### config.mk
export PLATFORM = sky130hd
export DESIGN_NAME = apb_periph_top
export DESIGN_NICKNAME = d
export VERILOG_FILES = /design/src/source/apb_sys_pkg.sv /design/src/source/apb_decoder.sv /design/src/source/cfgreg.sv /design/src/source/mtimer.sv /design/src/source/gpio.sv /design/src/source/apb_periph_top.sv
export VERILOG_INCLUDE_DIRS = /design/src /design/src/source
export SDC_FILE = /design/constraint.sdc
export NUM_CORES = 1
export LEC_CHECK = 0
export BUFFER_PORTS_ARGS = -buffer_cell sky130_fd_sc_hd__buf_4
export CORE_ASPECT_RATIO = 0.9
export CORE_MARGIN = 2
export CORE_UTILIZATION = 45
export CTS_CLUSTER_DIAMETER = 80
export CTS_CLUSTER_SIZE = 25
export DETAILED_ROUTE_END_ITERATION = 12
export GPL_TIMING_DRIVEN = 0
export PLACE_DENSITY = 0.64
export REMOVE_ABC_BUFFERS = 1
export SLEW_MARGIN = 20
export SYNTH_ARGS = -nofsm -noshare
export SYNTH_HDL_FRONTEND = slang
export SYNTH_HIERARCHICAL = 1
export SYNTH_SLANG_ARGS = --single-unit
### constraint.sdc
create_clock -name pclk -period 5.9 [get_ports pclk]
set_input_delay 0.295 -clock pclk [delete_from_list [all_inputs] [get_ports pclk]]
set_output_delay 0.295 -clock pclk [all_outputs]
set_load 0.01 [all_outputs]
### src/source/apb_sys_settings.svh
`ifndef APB_SYS_SETTINGS_SVH
`define APB_SYS_SETTINGS_SVH

// boot vector width, 32 or 64
`define XLEN 32

// slot number comes from paddr[15:12]
`define SLOT_CFG   4'd0
`define SLOT_TIMER 4'd1
`define SLOT_GPIO  4'd2

`define CFGREG_RSTN    12'h000
`define CFGREG_BOOTVEC 12'h004
`define CFGREG_RSVREG0 12'h008
`define CFGREG_RSVREG1 12'h00C

`define MTIMER_CTRL    12'h000
`define MTIMER_TIME_LO 12'h004
`define MTIMER_TIME_HI 12'h008
`define MTIMER_CMP_LO  12'h00C
`define MTIMER_CMP_HI  12'h010

`define GPIO_OUT 12'h000
`define GPIO_OE  12'h004
`define GPIO_IN  12'h008

`define GPIO_WIDTH 32

`endif

### src/source/apb_sys_pkg.sv
`include "apb_sys_settings.svh"

package apb_sys_pkg;

    typedef logic [31:0]        apb_data_t;
    typedef logic [11:0]        reg_off_t;
    typedef logic [3:0]         strb_t;
    typedef logic [`XLEN-1:0]   xlen_t;

    // one request per slot, setup is only high for the addressed slot
    typedef struct packed {
        logic      setup;
        logic      write;
        reg_off_t  off;
        apb_data_t wdata;
        strb_t     strb;
    } apb_req_t;

    // read word captured by the slave during the setup phase
    typedef struct packed {
        apb_data_t rdata;
    } apb_rsp_t;

    typedef enum logic [1:0] {
        DEC_IDLE,
        DEC_SETUP,
        DEC_ACCESS
    } dec_state_e;

endpackage

### src/source/apb_decoder.sv
`timescale 1ns/1ps
`include "apb_sys_settings.svh"

module apb_decoder (
    input  logic                  pclk,
    input  logic                  presetn,
    input  logic                  psel,
    input  logic                  penable,
    input  apb_sys_pkg::apb_data_t paddr,
    input  logic                  pwrite,
    input  apb_sys_pkg::strb_t    pstrb,
    input  apb_sys_pkg::apb_data_t pwdata,
    input  apb_sys_pkg::apb_rsp_t cfg_rsp,
    input  apb_sys_pkg::apb_rsp_t timer_rsp,
    input  apb_sys_pkg::apb_rsp_t gpio_rsp,
    output apb_sys_pkg::apb_req_t cfg_req,
    output apb_sys_pkg::apb_req_t timer_req,
    output apb_sys_pkg::apb_req_t gpio_req,
    output apb_sys_pkg::apb_data_t prdata,
    output logic                  pslverr
);

    apb_sys_pkg::dec_state_e state_q;
    apb_sys_pkg::dec_state_e state_d;
    apb_sys_pkg::apb_req_t   req_base;
    apb_sys_pkg::apb_data_t  rdata_mux;

    logic [3:0] slot;
    logic [3:0] slot_q;
    logic       unmapped;
    logic       unmapped_q;
    logic       setup_cyc;
    logic       access_cyc;

    assign slot      = paddr[15:12];
    assign setup_cyc = psel && !penable;
    assign unmapped  = (slot != `SLOT_CFG) && (slot != `SLOT_TIMER) && (slot != `SLOT_GPIO);

    // an access only counts when it directly follows a setup cycle
    assign access_cyc = (state_q == apb_sys_pkg::DEC_SETUP) && psel && penable;

    always_comb begin
        state_d = apb_sys_pkg::DEC_IDLE;
        case (state_q)
            apb_sys_pkg::DEC_SETUP: begin
                if (psel && penable)
                    state_d = apb_sys_pkg::DEC_ACCESS;
                else if (setup_cyc)
                    state_d = apb_sys_pkg::DEC_SETUP;
            end
            default: begin
                if (setup_cyc)
                    state_d = apb_sys_pkg::DEC_SETUP;  // back to back transfers land here
            end
        endcase
    end

    always_ff @(posedge pclk or negedge presetn) begin
        if (!presetn) begin
            state_q    <= apb_sys_pkg::DEC_IDLE;
            slot_q     <= 4'd0;
            unmapped_q <= 1'b0;
        end else begin
            state_q <= state_d;
            if (setup_cyc) begin
                slot_q     <= slot;
                unmapped_q <= unmapped;
            end
        end
    end

    assign req_base.setup = 1'b0;
    assign req_base.write = pwrite;
    assign req_base.off   = paddr[11:0];
    assign req_base.wdata = pwdata;
    assign req_base.strb  = pstrb;

    always_comb begin
        cfg_req         = req_base;
        timer_req       = req_base;
        gpio_req        = req_base;
        cfg_req.setup   = setup_cyc && (slot == `SLOT_CFG);
        timer_req.setup = setup_cyc && (slot == `SLOT_TIMER);
        gpio_req.setup  = setup_cyc && (slot == `SLOT_GPIO);
    end

    always_comb begin
        case (slot_q)
            `SLOT_CFG:   rdata_mux = cfg_rsp.rdata;
            `SLOT_TIMER: rdata_mux = timer_rsp.rdata;
            `SLOT_GPIO:  rdata_mux = gpio_rsp.rdata;
            default:     rdata_mux = '0;
        endcase
    end

    assign prdata  = (access_cyc && !unmapped_q) ? rdata_mux : '0;
    assign pslverr = access_cyc && unmapped_q;

endmodule

### src/source/cfgreg.sv
`timescale 1ns/1ps
`include "apb_sys_settings.svh"

module cfgreg (
    input  logic                  pclk,
    input  logic                  presetn,
    input  apb_sys_pkg::apb_req_t req,
    output apb_sys_pkg::apb_rsp_t rsp,
    output apb_sys_pkg::xlen_t    core_bootvec,
    output logic                  core_rstn
);

    apb_sys_pkg::apb_data_t rsv_reg0;
    apb_sys_pkg::apb_data_t rsv_reg1;
    apb_sys_pkg::apb_data_t rdata_d;
    logic                   wr;

    // writes land on the setup edge, one cycle before the access phase
    assign wr = req.setup && req.write;

    always_ff @(posedge pclk or negedge presetn) begin
        if (!presetn) begin
            core_rstn <= 1'b0;  // core held in reset until software releases it
        end else if (wr && req.off == `CFGREG_RSTN) begin
            core_rstn <= req.wdata[0];
        end
    end

    always_ff @(posedge pclk or negedge presetn) begin
        if (!presetn) begin
            core_bootvec <= '0;
        end else if (wr && req.off == `CFGREG_BOOTVEC) begin
            core_bootvec <= apb_sys_pkg::xlen_t'(req.wdata);
        end
    end

    always_ff @(posedge pclk or negedge presetn) begin
        if (!presetn) begin
            rsv_reg0 <= '0;
            rsv_reg1 <= '0;
        end else if (wr) begin
            if (req.off == `CFGREG_RSVREG0)
                rsv_reg0 <= req.wdata;
            if (req.off == `CFGREG_RSVREG1)
                rsv_reg1 <= req.wdata;
        end
    end

    always_comb begin
        case (req.off)
            `CFGREG_RSTN:    rdata_d = {31'b0, core_rstn};
            `CFGREG_BOOTVEC: rdata_d = apb_sys_pkg::apb_data_t'(core_bootvec);
            `CFGREG_RSVREG0: rdata_d = rsv_reg0;
            `CFGREG_RSVREG1: rdata_d = rsv_reg1;
            default:         rdata_d = '0;  // holes in the map read as zero
        endcase
    end

    always_ff @(posedge pclk or negedge presetn) begin
        if (!presetn) begin
            rsp.rdata <= '0;
        end else if (req.setup) begin
            rsp.rdata <= rdata_d;
        end
    end

endmodule

### src/source/mtimer.sv
`timescale 1ns/1ps
`include "apb_sys_settings.svh"

module mtimer (
    input  logic                  pclk,
    input  logic                  presetn,
    input  apb_sys_pkg::apb_req_t req,
    output apb_sys_pkg::apb_rsp_t rsp,
    output logic                  timer_irq
);

    logic [63:0]            mtime;
    logic [63:0]            mtimecmp;
    logic                   timer_en;
    logic                   wr;
    logic                   wr_time_lo;
    logic                   wr_time_hi;
    apb_sys_pkg::apb_data_t rdata_d;

    assign wr         = req.setup && req.write;
    assign wr_time_lo = wr && (req.off == `MTIMER_TIME_LO);
    assign wr_time_hi = wr && (req.off == `MTIMER_TIME_HI);

    always_ff @(posedge pclk or negedge presetn) begin
        if (!presetn) begin
            timer_en <= 1'b0;
        end else if (wr && req.off == `MTIMER_CTRL) begin
            timer_en <= req.wdata[0];
        end
    end

    // a software write wins over the increment, the other half holds its value
    always_ff @(posedge pclk or negedge presetn) begin
        if (!presetn) begin
            mtime <= '0;
        end else if (wr_time_lo) begin
            mtime[31:0] <= req.wdata;
        end else if (wr_time_hi) begin
            mtime[63:32] <= req.wdata;
        end else if (timer_en) begin
            mtime <= mtime + 64'd1;
        end
    end

    always_ff @(posedge pclk or negedge presetn) begin
        if (!presetn) begin
            mtimecmp <= '1;  // all ones keeps the interrupt quiet out of reset
        end else if (wr) begin
            if (req.off == `MTIMER_CMP_LO)
                mtimecmp[31:0] <= req.wdata;
            if (req.off == `MTIMER_CMP_HI)
                mtimecmp[63:32] <= req.wdata;
        end
    end

    // level interrupt, stays high until the compare value moves past mtime
    always_ff @(posedge pclk or negedge presetn) begin
        if (!presetn) begin
            timer_irq <= 1'b0;
        end else begin
            timer_irq <= (mtime >= mtimecmp);
        end
    end

    always_comb begin
        case (req.off)
            `MTIMER_CTRL:    rdata_d = {31'b0, timer_en};
            `MTIMER_TIME_LO: rdata_d = mtime[31:0];
            `MTIMER_TIME_HI: rdata_d = mtime[63:32];
            `MTIMER_CMP_LO:  rdata_d = mtimecmp[31:0];
            `MTIMER_CMP_HI:  rdata_d = mtimecmp[63:32];
            default:         rdata_d = '0;
        endcase
    end

    always_ff @(posedge pclk or negedge presetn) begin
        if (!presetn) begin
            rsp.rdata <= '0;
        end else if (req.setup) begin
            rsp.rdata <= rdata_d;
        end
    end

endmodule

### src/source/gpio.sv
`timescale 1ns/1ps
`include "apb_sys_settings.svh"

module gpio (
    input  logic                    pclk,
    input  logic                    presetn,
    input  apb_sys_pkg::apb_req_t   req,
    input  logic [`GPIO_WIDTH-1:0]  gpio_in,
    output apb_sys_pkg::apb_rsp_t   rsp,
    output logic [`GPIO_WIDTH-1:0]  gpio_out,
    output logic [`GPIO_WIDTH-1:0]  gpio_oe
);

    logic [`GPIO_WIDTH-1:0] in_meta;
    logic [`GPIO_WIDTH-1:0] in_sync;
    logic                   wr;
    apb_sys_pkg::apb_data_t rdata_d;

    assign wr = req.setup && req.write;

    // each set strobe bit updates one byte lane
    always_ff @(posedge pclk or negedge presetn) begin
        if (!presetn) begin
            gpio_out <= '0;
            gpio_oe  <= '0;
        end else if (wr) begin
            for (int i = 0; i < `GPIO_WIDTH / 8; i++) begin
                if (req.strb[i] && req.off == `GPIO_OUT)
                    gpio_out[i*8 +: 8] <= req.wdata[i*8 +: 8];
                if (req.strb[i] && req.off == `GPIO_OE)
                    gpio_oe[i*8 +: 8] <= req.wdata[i*8 +: 8];
            end
        end
    end

    // pins are asynchronous to pclk
    always_ff @(posedge pclk or negedge presetn) begin
        if (!presetn) begin
            in_meta <= '0;
            in_sync <= '0;
        end else begin
            in_meta <= gpio_in;
            in_sync <= in_meta;
        end
    end

    always_comb begin
        case (req.off)
            `GPIO_OUT: rdata_d = apb_sys_pkg::apb_data_t'(gpio_out);
            `GPIO_OE:  rdata_d = apb_sys_pkg::apb_data_t'(gpio_oe);
            `GPIO_IN:  rdata_d = apb_sys_pkg::apb_data_t'(in_sync);  // read only
            default:   rdata_d = '0;
        endcase
    end

    always_ff @(posedge pclk or negedge presetn) begin
        if (!presetn) begin
            rsp.rdata <= '0;
        end else if (req.setup) begin
            rsp.rdata <= rdata_d;
        end
    end

endmodule

### src/source/apb_periph_top.sv
`timescale 1ns/1ps
`include "apb_sys_settings.svh"

module apb_periph_top (
    input  logic                    pclk,
    input  logic                    presetn,
    input  logic                    psel,
    input  logic                    penable,
    input  apb_sys_pkg::apb_data_t  paddr,
    input  logic                    pwrite,
    input  apb_sys_pkg::strb_t      pstrb,
    input  apb_sys_pkg::apb_data_t  pwdata,
    output apb_sys_pkg::apb_data_t  prdata,
    output logic                    pslverr,
    output logic                    pready,

    output apb_sys_pkg::xlen_t      core_bootvec,
    output logic                    core_rstn,

    output logic                    timer_irq,

    input  logic [`GPIO_WIDTH-1:0]  gpio_in,
    output logic [`GPIO_WIDTH-1:0]  gpio_out,
    output logic [`GPIO_WIDTH-1:0]  gpio_oe
);

    apb_sys_pkg::apb_req_t cfg_req;
    apb_sys_pkg::apb_req_t timer_req;
    apb_sys_pkg::apb_req_t gpio_req;
    apb_sys_pkg::apb_rsp_t cfg_rsp;
    apb_sys_pkg::apb_rsp_t timer_rsp;
    apb_sys_pkg::apb_rsp_t gpio_rsp;

    // every transfer completes in one access cycle
    assign pready = 1'b1;

    apb_decoder u_decoder (
        .pclk      (pclk),
        .presetn   (presetn),
        .psel      (psel),
        .penable   (penable),
        .paddr     (paddr),
        .pwrite    (pwrite),
        .pstrb     (pstrb),
        .pwdata    (pwdata),
        .cfg_rsp   (cfg_rsp),
        .timer_rsp (timer_rsp),
        .gpio_rsp  (gpio_rsp),
        .cfg_req   (cfg_req),
        .timer_req (timer_req),
        .gpio_req  (gpio_req),
        .prdata    (prdata),
        .pslverr   (pslverr)
    );

    cfgreg u_cfgreg (
        .pclk         (pclk),
        .presetn      (presetn),
        .req          (cfg_req),
        .rsp          (cfg_rsp),
        .core_bootvec (core_bootvec),
        .core_rstn    (core_rstn)
    );

    mtimer u_mtimer (
        .pclk      (pclk),
        .presetn   (presetn),
        .req       (timer_req),
        .rsp       (timer_rsp),
        .timer_irq (timer_irq)
    );

    gpio u_gpio (
        .pclk     (pclk),
        .presetn  (presetn),
        .req      (gpio_req),
        .gpio_in  (gpio_in),
        .rsp      (gpio_rsp),
        .gpio_out (gpio_out),
        .gpio_oe  (gpio_oe)
    );

endmodule

==> out/metrics.cfg, run 1 <==
[sta]
worstMarginPinSlew_ns = 1.15
period_share_pct = 77.1
setup_ws_ns = 1.35
finalHoldViolCount = 0
fin_crit_ns = 4.55
slew_viol_final = 0
max_slew_margin_pct = 23.6
fmax_mhz = 220
setup_viol = 0
grt_setup_unrepaired = false
clock_skew_ns = 0.0212
finalSetupTns_ns = 0

[clock_tree]
numCtsBuffers = 25
clkSlewWorstSetupHoldPaths_ns = 0.10
cts_tree = yes
cts_sinks = 458
post_cts_buffers = 0
clockBufferDepth = 3
clock_latency_ns = 0.58
htreeDepth = 1
root_buffer = clkbuf_16

[cells_and_area]
drive_gt1_share_pct = 24.3
num_antenna_cells = 0
fillers = 4558
layout_commonest_cell = dfrtp_1
final_cell_mix = dfrtp_1, buf_4, inv_1
multi_input_area_um2 = 10000
instances_no_fill = 2933
nNetsFinal = 2397
syn2layout_area_growth_pct = 12.5
postLayoutCoreUtil_pct = 51.3
seqCellArea_um2 = 11500
reg.largest.list = u_mtimer/mtime: 64 flops, u_mtimer/mtimecmp: 64 flops

[worst_setup_path]
crit_top_cell = buf_4
reg2reg_slack_ns = 2.15
worstPathCellList = dlygate4sd3_1, buf_4, nor2b_1, nand2_1, nor3b_2, buf_4, nand4b_1, or4_1, o211a_1, or3_1, o41ai_2, a221o_1
cp_slowest_stage_delay_ns = 0.81
arrival_ns = 5.07
crit_required_ns = 6.42
timing_worst_setup_path_type = in2reg
critPathSlowestCell = or4_1
rr_startpoint = u_mtimer/mtime[26]
endpoint_kind = flip-flop
rr_worst_depth = 6
r2r_end = u_mtimer/mtime[57]
start_kind = input pin
cp_max_fo = 28

[power]
fin_total_pwr_mw = 5.89
ir_drop_v = 0.000215
power.density_nw_per_um2 = 222
power_leakage_nw = 12.4

[floorplanning]
rows = 79
initial_core_util_pct = 45.6
die_area_um2 = 54200
num_io_pins = 237
die_x_um = 245
core-area_um2 = 51700
die-height_um = 221

[placement]
dp.cells = 2843
dp_slack_ns = 1.32
place_hpwl_mm = 50.9
io_buffers = 219
gp_congestion = 0.868

[route]
dr.pass1.iters = 8
post_drt_via_cell_ratio = 5.99
drc = 0
vias = 17565
antenna_left = 0
drt-total-wl_mm = 71.2
drt-initial-drc-count = 1569
wl_per_cell_um = 24.3

[hold_path]
holdPathEnd = u_mtimer/mtimecmp[38]
worst_hold_path_type = in2reg
hold_depth = 3
hold_start = pwdata[6]

[synthesis]
synth_warnings = 6
synthCells = 2154
netlist_area_um2 = 23600
synth_area_per_cell_um2 = 10.9

[grt]
antenna_found_initial = 1
grt_max_degree = 99
track_usage_pct = 26.1
grt_pass1_wl_mm = 110
grt_pass1_vias = 18029
gr-total-overflow = 0

[run_status]
outcome = completed

[run]
drv_cap = 0

-- area by class of cell --
cell class / instances / area share (%)
multi-input cells: 1298 / 37.8
clock inverters: 13 / 0.467
clock buffers: 32 / 2.46
well taps: 688 / 3.25
repair buffers: 308 / 10.5
inverters: 136 / 1.92
flip-flops and latches: 458 / 43.5
-- metrics by stage --
step           hold slack [ns]  cell area [µm²]
2_1_floorplan        -0.000591            22000
3_3_place_gp             0.332            24500
3_5_place_dp             0.310            25300
4_1_cts                0.00348            26500
5_1_grt                 0.0175            26500
6_report                0.0201            26500
-- worst max-delay path by stage --
stage / from / endpoint / slack [ns]
2_1_floorplan: psel / u_mtimer/mtime[49] / 0.21
3_3_place_gp: penable / u_mtimer/mtimecmp[7] / -3.91
3_5_place_dp: penable / u_mtimer/mtime[49] / 1.32
4_1_cts: penable / u_mtimer/mtime[49] / 1.35
5_1_grt: penable / u_mtimer/mtime[49] / 1.00
6_report: penable / u_mtimer/mtime[49] / 1.35
-- repair_timing --
action | in CTS | in global routing
hold buffers | 45 | 0
hold endpoints to repair | 98 | 0
gates resized for setup | 0 | 0
-- metal layers --
layer	up-vias	global-route usage, %	share of wire [%]	routed length, µm
met5	-	0	0.013	9
met4	2	7.97	3.2	2310
met3	125	3.38	6.0	4250
met2	657	44.2	49	34800
met1	8960	34.9	42	29800
li1	7821	-	-	-
-- worst max-delay path: cells and delay by family --
kind / cells / cell delay [ns]
simple gates: 6 / 2.74
buf+inv: 3 / 0.98
compound gates: 3 / 1.05
-- power breakdown --
group | switching (mW) | internal [mW] | leakage, nW
Clock | 1.12 | 0.820 | 0.371
Sequential | 0.119 | 3.27 | 5.82
Combinational | 0.326 | 0.238 | 6.23
Note: power is estimated with default switching activity, not from simulation.
==> run 2, diff against run 1 <==
PLACE_DENSITY = 0.66   (was 0.64)
clock period = 4 ns   (was 5.9 ns; I/O delays follow)
==> run 2 against run 1 <==
  * Clock skew is 0.0028 ns lower
  * Routed wire length grew 1.3%
  * Sequential power is 47% higher
  * Die area did not move
  * Clock power up 47%
  * Combinational power increased by 53%
  * Register-to-register slack worse by 1.8 ns
  * Non-clock buffer count rose by 27
  * Critical endpoint unchanged
==> out/metrics.cfg, run 2 (same netlist as run 1, synthesis figures left out) <==
[placement]
io_buffers = 219  ; unchanged
dp.cells = 2841  ; -0.070%
dp_slack_ns = -0.582  ; -1.90 ns
place_hpwl_mm = 51.0  ; +0.12%
gp_congestion = 0.899  ; +3.6%

[cells_and_area]
seqCellArea_um2 = 11500  ; unchanged
syn2layout_area_growth_pct = 13.5
instances_no_fill = 2960  ; +0.92%
nNetsFinal = 2423  ; +1.1%
reg.largest.list = u_mtimer/mtime: 64 flops, u_mtimer/mtimecmp: 64 flops
drive_gt1_share_pct = 23.8  ; -0.50 points
fillers = 4557  ; -0.022%
multi_input_area_um2 = 10000  ; about the same
layout_commonest_cell = dfrtp_1
final_cell_mix = dfrtp_1, buf_4, inv_1

[sta]
fin_crit_ns = 3.79
grt_setup_unrepaired = false
setup_viol = 0  ; unchanged
period_share_pct = 94.9
slew_viol_final = 0  ; unchanged
fmax_mhz = 264
max_slew_margin_pct = 21.0  ; -2.6 points
worstMarginPinSlew_ns = 1.18  ; +0.0356 ns
setup_ws_ns = 0.206  ; -1.15 ns
clock_skew_ns = 0.0184  ; -0.00279 ns
finalHoldViolCount = 0  ; unchanged
finalSetupTns_ns = 0  ; unchanged
hold_ws_ns = 0.0406  ; +0.0205 ns

[worst_setup_path]
start_kind = input pin
timing_worst_setup_path_type = in2reg
endpoint_kind = flip-flop
cp_max_fo = 28  ; unchanged
arrival_ns = 4.30  ; -0.77 ns
crit_required_ns = 4.51  ; -1.91 ns

[clock_tree]
cts_sinks = 458  ; unchanged
numCtsBuffers = 24  ; -4.0%
clockBufferDepth = 3  ; unchanged
cts_tree = yes
clkSlewWorstSetupHoldPaths_ns = 0.09  ; about the same
root_buffer = clkbuf_16
clock_latency_ns = 0.58  ; about the same
htreeDepth = 1  ; unchanged

[floorplanning]
die-height_um = 221  ; unchanged
initial_core_util_pct = 45.6  ; unchanged
num_io_pins = 237  ; unchanged
die_x_um = 245  ; unchanged
rows = 79  ; unchanged
core-area_um2 = 51700  ; unchanged
die_area_um2 = 54200  ; unchanged

[run]
drv_cap = 0  ; unchanged

[route]
post_drt_via_cell_ratio = 6.01  ; +0.36%
drt-total-wl_mm = 72.1  ; +1.3%
antenna_left = 0  ; unchanged
drt-initial-drc-count = 1861  ; +19%
vias = 17791  ; +1.3%
dr.pass1.iters = 6  ; -2
wl_per_cell_um = 24.4  ; +0.35%
drc = 0  ; unchanged

[power]
power_leakage_nw = 12.5  ; +0.71%
ir_drop_v = 0.000267  ; +24%
power.density_nw_per_um2 = 326  ; +47%
fin_total_pwr_mw = 8.71  ; +48%

[grt]
antenna_found_initial = 2  ; +1
track_usage_pct = 26.3  ; +0.22 points
grt_max_degree = 99  ; unchanged
gr-total-overflow = 0  ; unchanged
grt_pass1_vias = 17949  ; -0.44%
grt_pass1_wl_mm = 111  ; +0.58%

[run_status]
outcome = completed

[hold_path]
worst_hold_path_type = in2reg

## run 2: changes by cell type in the layout (fill, tap and decap cells not counted), moves of 2 or more
cell           change
buf_16             -3
buf_6              -2
dlygate4sd3_1     +29
buf_8              +4
clkbuf_1           +2
clkbuf_8           +2
clkinvlp_4         -2
## run 2: metrics by stage
step	area (µm²)	utilization, %
final	26800	51.7
after floorplan	22000	-
after global placement	24500	47.3
after global routing	26700	51.7
after CTS	26700	51.7
after detailed placement	25200	48.8
## run 2: layer usage
metal	GRT usage [%]	routed length [µm]	up-vias
li1	-	-	7869
met1	36.4	31000	9064
met2	42.9	33900	724
met3	3.59	4740	132
met4	8.34	2480	2
met5	0	16	-
## run 2: worst paths after layout
| path | start | to | slack [ns] | cells after the start |
|---|---|---|---|---|
| max in group asynchronous | presetn | u_decoder/slot_q[0] | 2.66 | 4 |
| setup / recovery | penable | u_mtimer/mtime[49] | 0.21 | 12 |
| hold / removal | paddr[9] | u_cfgreg/rsp[30] | 0.04 | 4 |
| hold reg to reg | u_gpio/in_meta[21] | u_gpio/in_sync[21] | 0.36 | 0 |
| setup reg to reg | u_mtimer/mtime[26] | u_mtimer/mtime[57] | 0.37 | 6 |
| min in group asynchronous | presetn | u_mtimer/mtime[61] | 0.14 | 2 |
## run 2: area by class of cell
class	count	share of cell area, %
multi-input cells	1298	37.5
flip-flops and latches	458	43.1
clock buffers	36	2.57
inverters	136	1.91
well taps	688	3.22
repair buffers	335	11.3
clock inverters	8	0.318
diodes	1	0.00935
## run 2: power by group
| group | internal, mW | switching (mW) | leakage, nW |
|---|---|---|---|
| clock | 1.24 | 1.62 | 0.375 |
| sequential | 4.82 | 0.171 | 5.82 |
| combinational | 0.370 | 0.495 | 6.31 |
## run 2: worst max-delay path, cell delays in order
cell,delay (ns)
buf_4,0.11
nor2b_1,0.45
nand2_1,0.24
nor3b_2,0.56
buf_6,0.23
buf_4,0.21
nand4b_1,0.11
or4_1,0.87
o211a_2,0.54
or3_1,0.41
o41ai_2,0.21
a221o_1,0.15
## run 2: timing repair
action                                  CTS  global route
gates resized for setup                   0             1
hold buffers                             74             0
setup buffers                             0             0
endpoints found under the setup margin    0             4
endpoints found under the hold margin   394             0
==> run 3, diff against run 2 <==
CELL_PAD_IN_SITES_DETAIL_PLACEMENT = 2   (was default)
CELL_PAD_IN_SITES_GLOBAL_PLACEMENT = 2   (was default)
CORE_UTILIZATION = 36   (was 45)
PLACE_DENSITY = 0.77   (was 0.66)
==> run 3 against run 2 <==
  * Count of clock-buffer cells in the layout is 4 lower
  * Sequential power is essentially flat
  * Sequential share of layout area fell by 0.80 points
  * Flip-flop and latch count unchanged
  * First-iteration DRC count fell by 23%
  * Final area up 1.9%
  * Routed wire length increased by 27%
  * Critical endpoint unchanged
  * Highest routed layer unchanged
==> out/metrics.cfg, run 3 (same netlist as run 1, synthesis figures left out) <==
[worst_setup_path]
crit_required_ns = 4.54  ; +0.03 ns
crit_start = penable
endpoint_kind = flip-flop
cp_max_fo = 28  ; unchanged
rr_startpoint = u_mtimer/mtime[26]
timing_worst_setup_path_type = in2reg
r2r_end = u_mtimer/mtime[49]
start_kind = input pin
rr_worst_depth = 6  ; unchanged
reg2reg_slack_ns = 0.43  ; +0.06 ns
arrival_ns = 4.45  ; +0.15 ns

[grt]
track_usage_pct = 26.9  ; +0.55 points
antenna_found_initial = 3  ; +1
gr-total-overflow = 0  ; unchanged
grt_pass1_wl_mm = 138  ; +24%
grt_max_degree = 103  ; +4.0%
grt_pass1_vias = 20914  ; +17%

[clock_tree]
numCtsBuffers = 27  ; +13%
cts_sinks = 458  ; unchanged
htreeDepth = 1  ; unchanged
post_cts_buffers = 0  ; unchanged
clkSlewWorstSetupHoldPaths_ns = 0.10  ; about the same
clockBufferDepth = 3  ; unchanged
clock_latency_ns = 0.61  ; +0.03 ns
cts_tree = yes
root_buffer = clkbuf_16

[hold_path]
holdPathEnd = u_decoder/unmapped_q
worst_hold_path_type = in2reg
hold_start = penable
hold_depth = 3  ; -1

[floorplanning]
die-height_um = 247  ; +12%
initial_core_util_pct = 36.6  ; -9.0 points
rows = 88  ; +11%
num_io_pins = 237  ; unchanged
die_x_um = 274  ; +12%
die_area_um2 = 67500  ; +25%
core-area_um2 = 64400  ; +25%

[route]
drt-total-wl_mm = 91.3  ; +27%
vias = 18502  ; +4.0%
wl_per_cell_um = 29.1  ; +19%
drt-initial-drc-count = 1435  ; -23%
drc = 0  ; unchanged
post_drt_via_cell_ratio = 5.90  ; -1.9%
antenna_left = 0  ; unchanged
dr.pass1.iters = 5  ; -1

[cells_and_area]
seqCellArea_um2 = 11500  ; unchanged
layout_commonest_cell = dfrtp_1
drive_gt1_share_pct = 24.4  ; +0.55 points
syn2layout_area_growth_pct = 15.7
fillers = 6633  ; +46%
reg.largest.list = u_mtimer/mtime: 64 flops, u_mtimer/mtimecmp: 64 flops
final_cell_mix = dfrtp_1, buf_4, inv_1
multi_input_area_um2 = 10100  ; +0.29%
nNetsFinal = 2431  ; +0.33%

[sta]
hold_ws_ns = 0.0493  ; +0.00870 ns
slew_viol_final = 0  ; unchanged
setup_viol = 0  ; unchanged
setup_ws_ns = 0.0851  ; -0.121 ns
finalSetupTns_ns = 0  ; unchanged
fmax_mhz = 255  ; -3.1%
period_share_pct = 97.9  ; +3.0 points
fin_crit_ns = 3.91  ; +0.121 ns
clock_skew_ns = 0.0245  ; +0.00607 ns
worstMarginPinSlew_ns = 1.18  ; -0.00606 ns
max_slew_margin_pct = 21.6  ; +0.64 points
finalHoldViolCount = 0  ; unchanged

[placement]
io_buffers = 219  ; unchanged
place_hpwl_mm = 63.4  ; +24%
dp_slack_ns = -0.789  ; -0.207 ns
gp_congestion = 0.847  ; -5.8%

[power]
power.density_nw_per_um2 = 338  ; +3.9%
p_sw_mw = 2.57  ; +13%
clkPwrFrac_pct = 35.7  ; +2.9 points
combPwrFrac_pct = 10.0  ; about the same
fin_total_pwr_mw = 9.22  ; +5.9%
p_seq_share_pct = 54.3  ; -3.0 points
power_leakage_nw = 12.6  ; +0.97%
p_int_mw = 6.64  ; +3.4%
sw_frac_of_total_pct = 27.9  ; +1.7 points
ir_drop_v = 0.000348  ; +30%

[run]
drv_cap = 0  ; unchanged

[run_status]
outcome = completed

## run 3: cell count changes in the layout (fill, tap and decap cells not counted), moves of 2 or more
cell        change
inv_12          +2
buf_6           +7
clkinvlp_4      +2
buf_8           -7
clkbuf_1        -4
clkbuf_8        -2
nor4_2          +2
inv_8           +2
clkbuf_16       +2
nor2b_2         -2
bufinv_16       +2
nor2b_4         +2
buf_16          +5
## run 3: worst max-delay path by stage
stage / end / slack, ns / depth (start not counted)
2_1_floorplan: u_mtimer/mtime[49] / -1.60 / 9
3_3_place_gp: u_mtimer/mtimecmp[14] / -5.99 / 6
3_5_place_dp: u_mtimer/mtime[49] / -0.79 / 11
4_1_cts: u_mtimer/mtime[49] / 0.08 / 11
5_1_grt: u_mtimer/mtime[49] / -0.008 / 11
6_report: u_mtimer/mtime[49] / 0.09 / 11
## run 3: final cells by class
type / count / area share [%]
Clock inverter: 17 / 0.849
Sequential cell: 458 / 42.3
Multi-Input combinational cell: 1298 / 36.9
Timing Repair Buffer: 340 / 11.5
Inverter: 136 / 1.87
Tap cell: 855 / 3.92
Clock buffer: 32 / 2.55
Antenna cell: 1 / 0.00918
## run 3: power groups by stage
stage / registers [mW] / clock network [mW] / logic [mW]
finish: 5.00 / 3.29 / 0.920
detailed placement: 5.08 / 0 / 0.838
CTS: 5.00 / 3.36 / 0.910
floorplan: 5.01 / 0 / 0.358
global placement: 5.06 / 0 / 0.748
global route: 5.03 / 3.51 / 0.996
## run 3: routing by layer
layer	wire length (µm)	up-vias	GRT usage (%)
met1	37200	9912	33.8
met5	41	-	0
met2	46500	555	48.0
met4	2990	6	8.08
met3	4500	148	3.47
li1	-	7881	-
## run 3: through the flow
| step | util [%] | cells | area, µm² |
|---|---|---|---|
| final | 42.3 | 3137 | 27300 |
| after global routing | 42.3 | 3136 | 27300 |
| after CTS | 42.3 | 3136 | 27200 |
| after detailed placement | 39.7 | 3012 | 25600 |
| after global placement | 38.3 | 2966 | 24700 |
| after floorplan | - | 1892 | 22000 |
## run 3: repair_timing
| action | CTS | global route |
|---|---|---|
| hold endpoints to repair | 592 | 0 |
| setup endpoints to repair | 6 | 13 |
| gates resized for setup | 2 | 1 |
| hold buffers | 75 | 0 |
| pin swaps | 0 | 0 |
## run 3: worst max-delay path, cell delays in order
cell and delay [ns]:
buf_4 0.12, nor2b_1 0.53, nand2_1 0.33, nor3b_4 0.58, buf_4 0.32, nand4b_1 0.12
or4_1 0.88, o211a_2 0.55, or3_1 0.42, o41ai_2 0.23, a221o_1 0.17
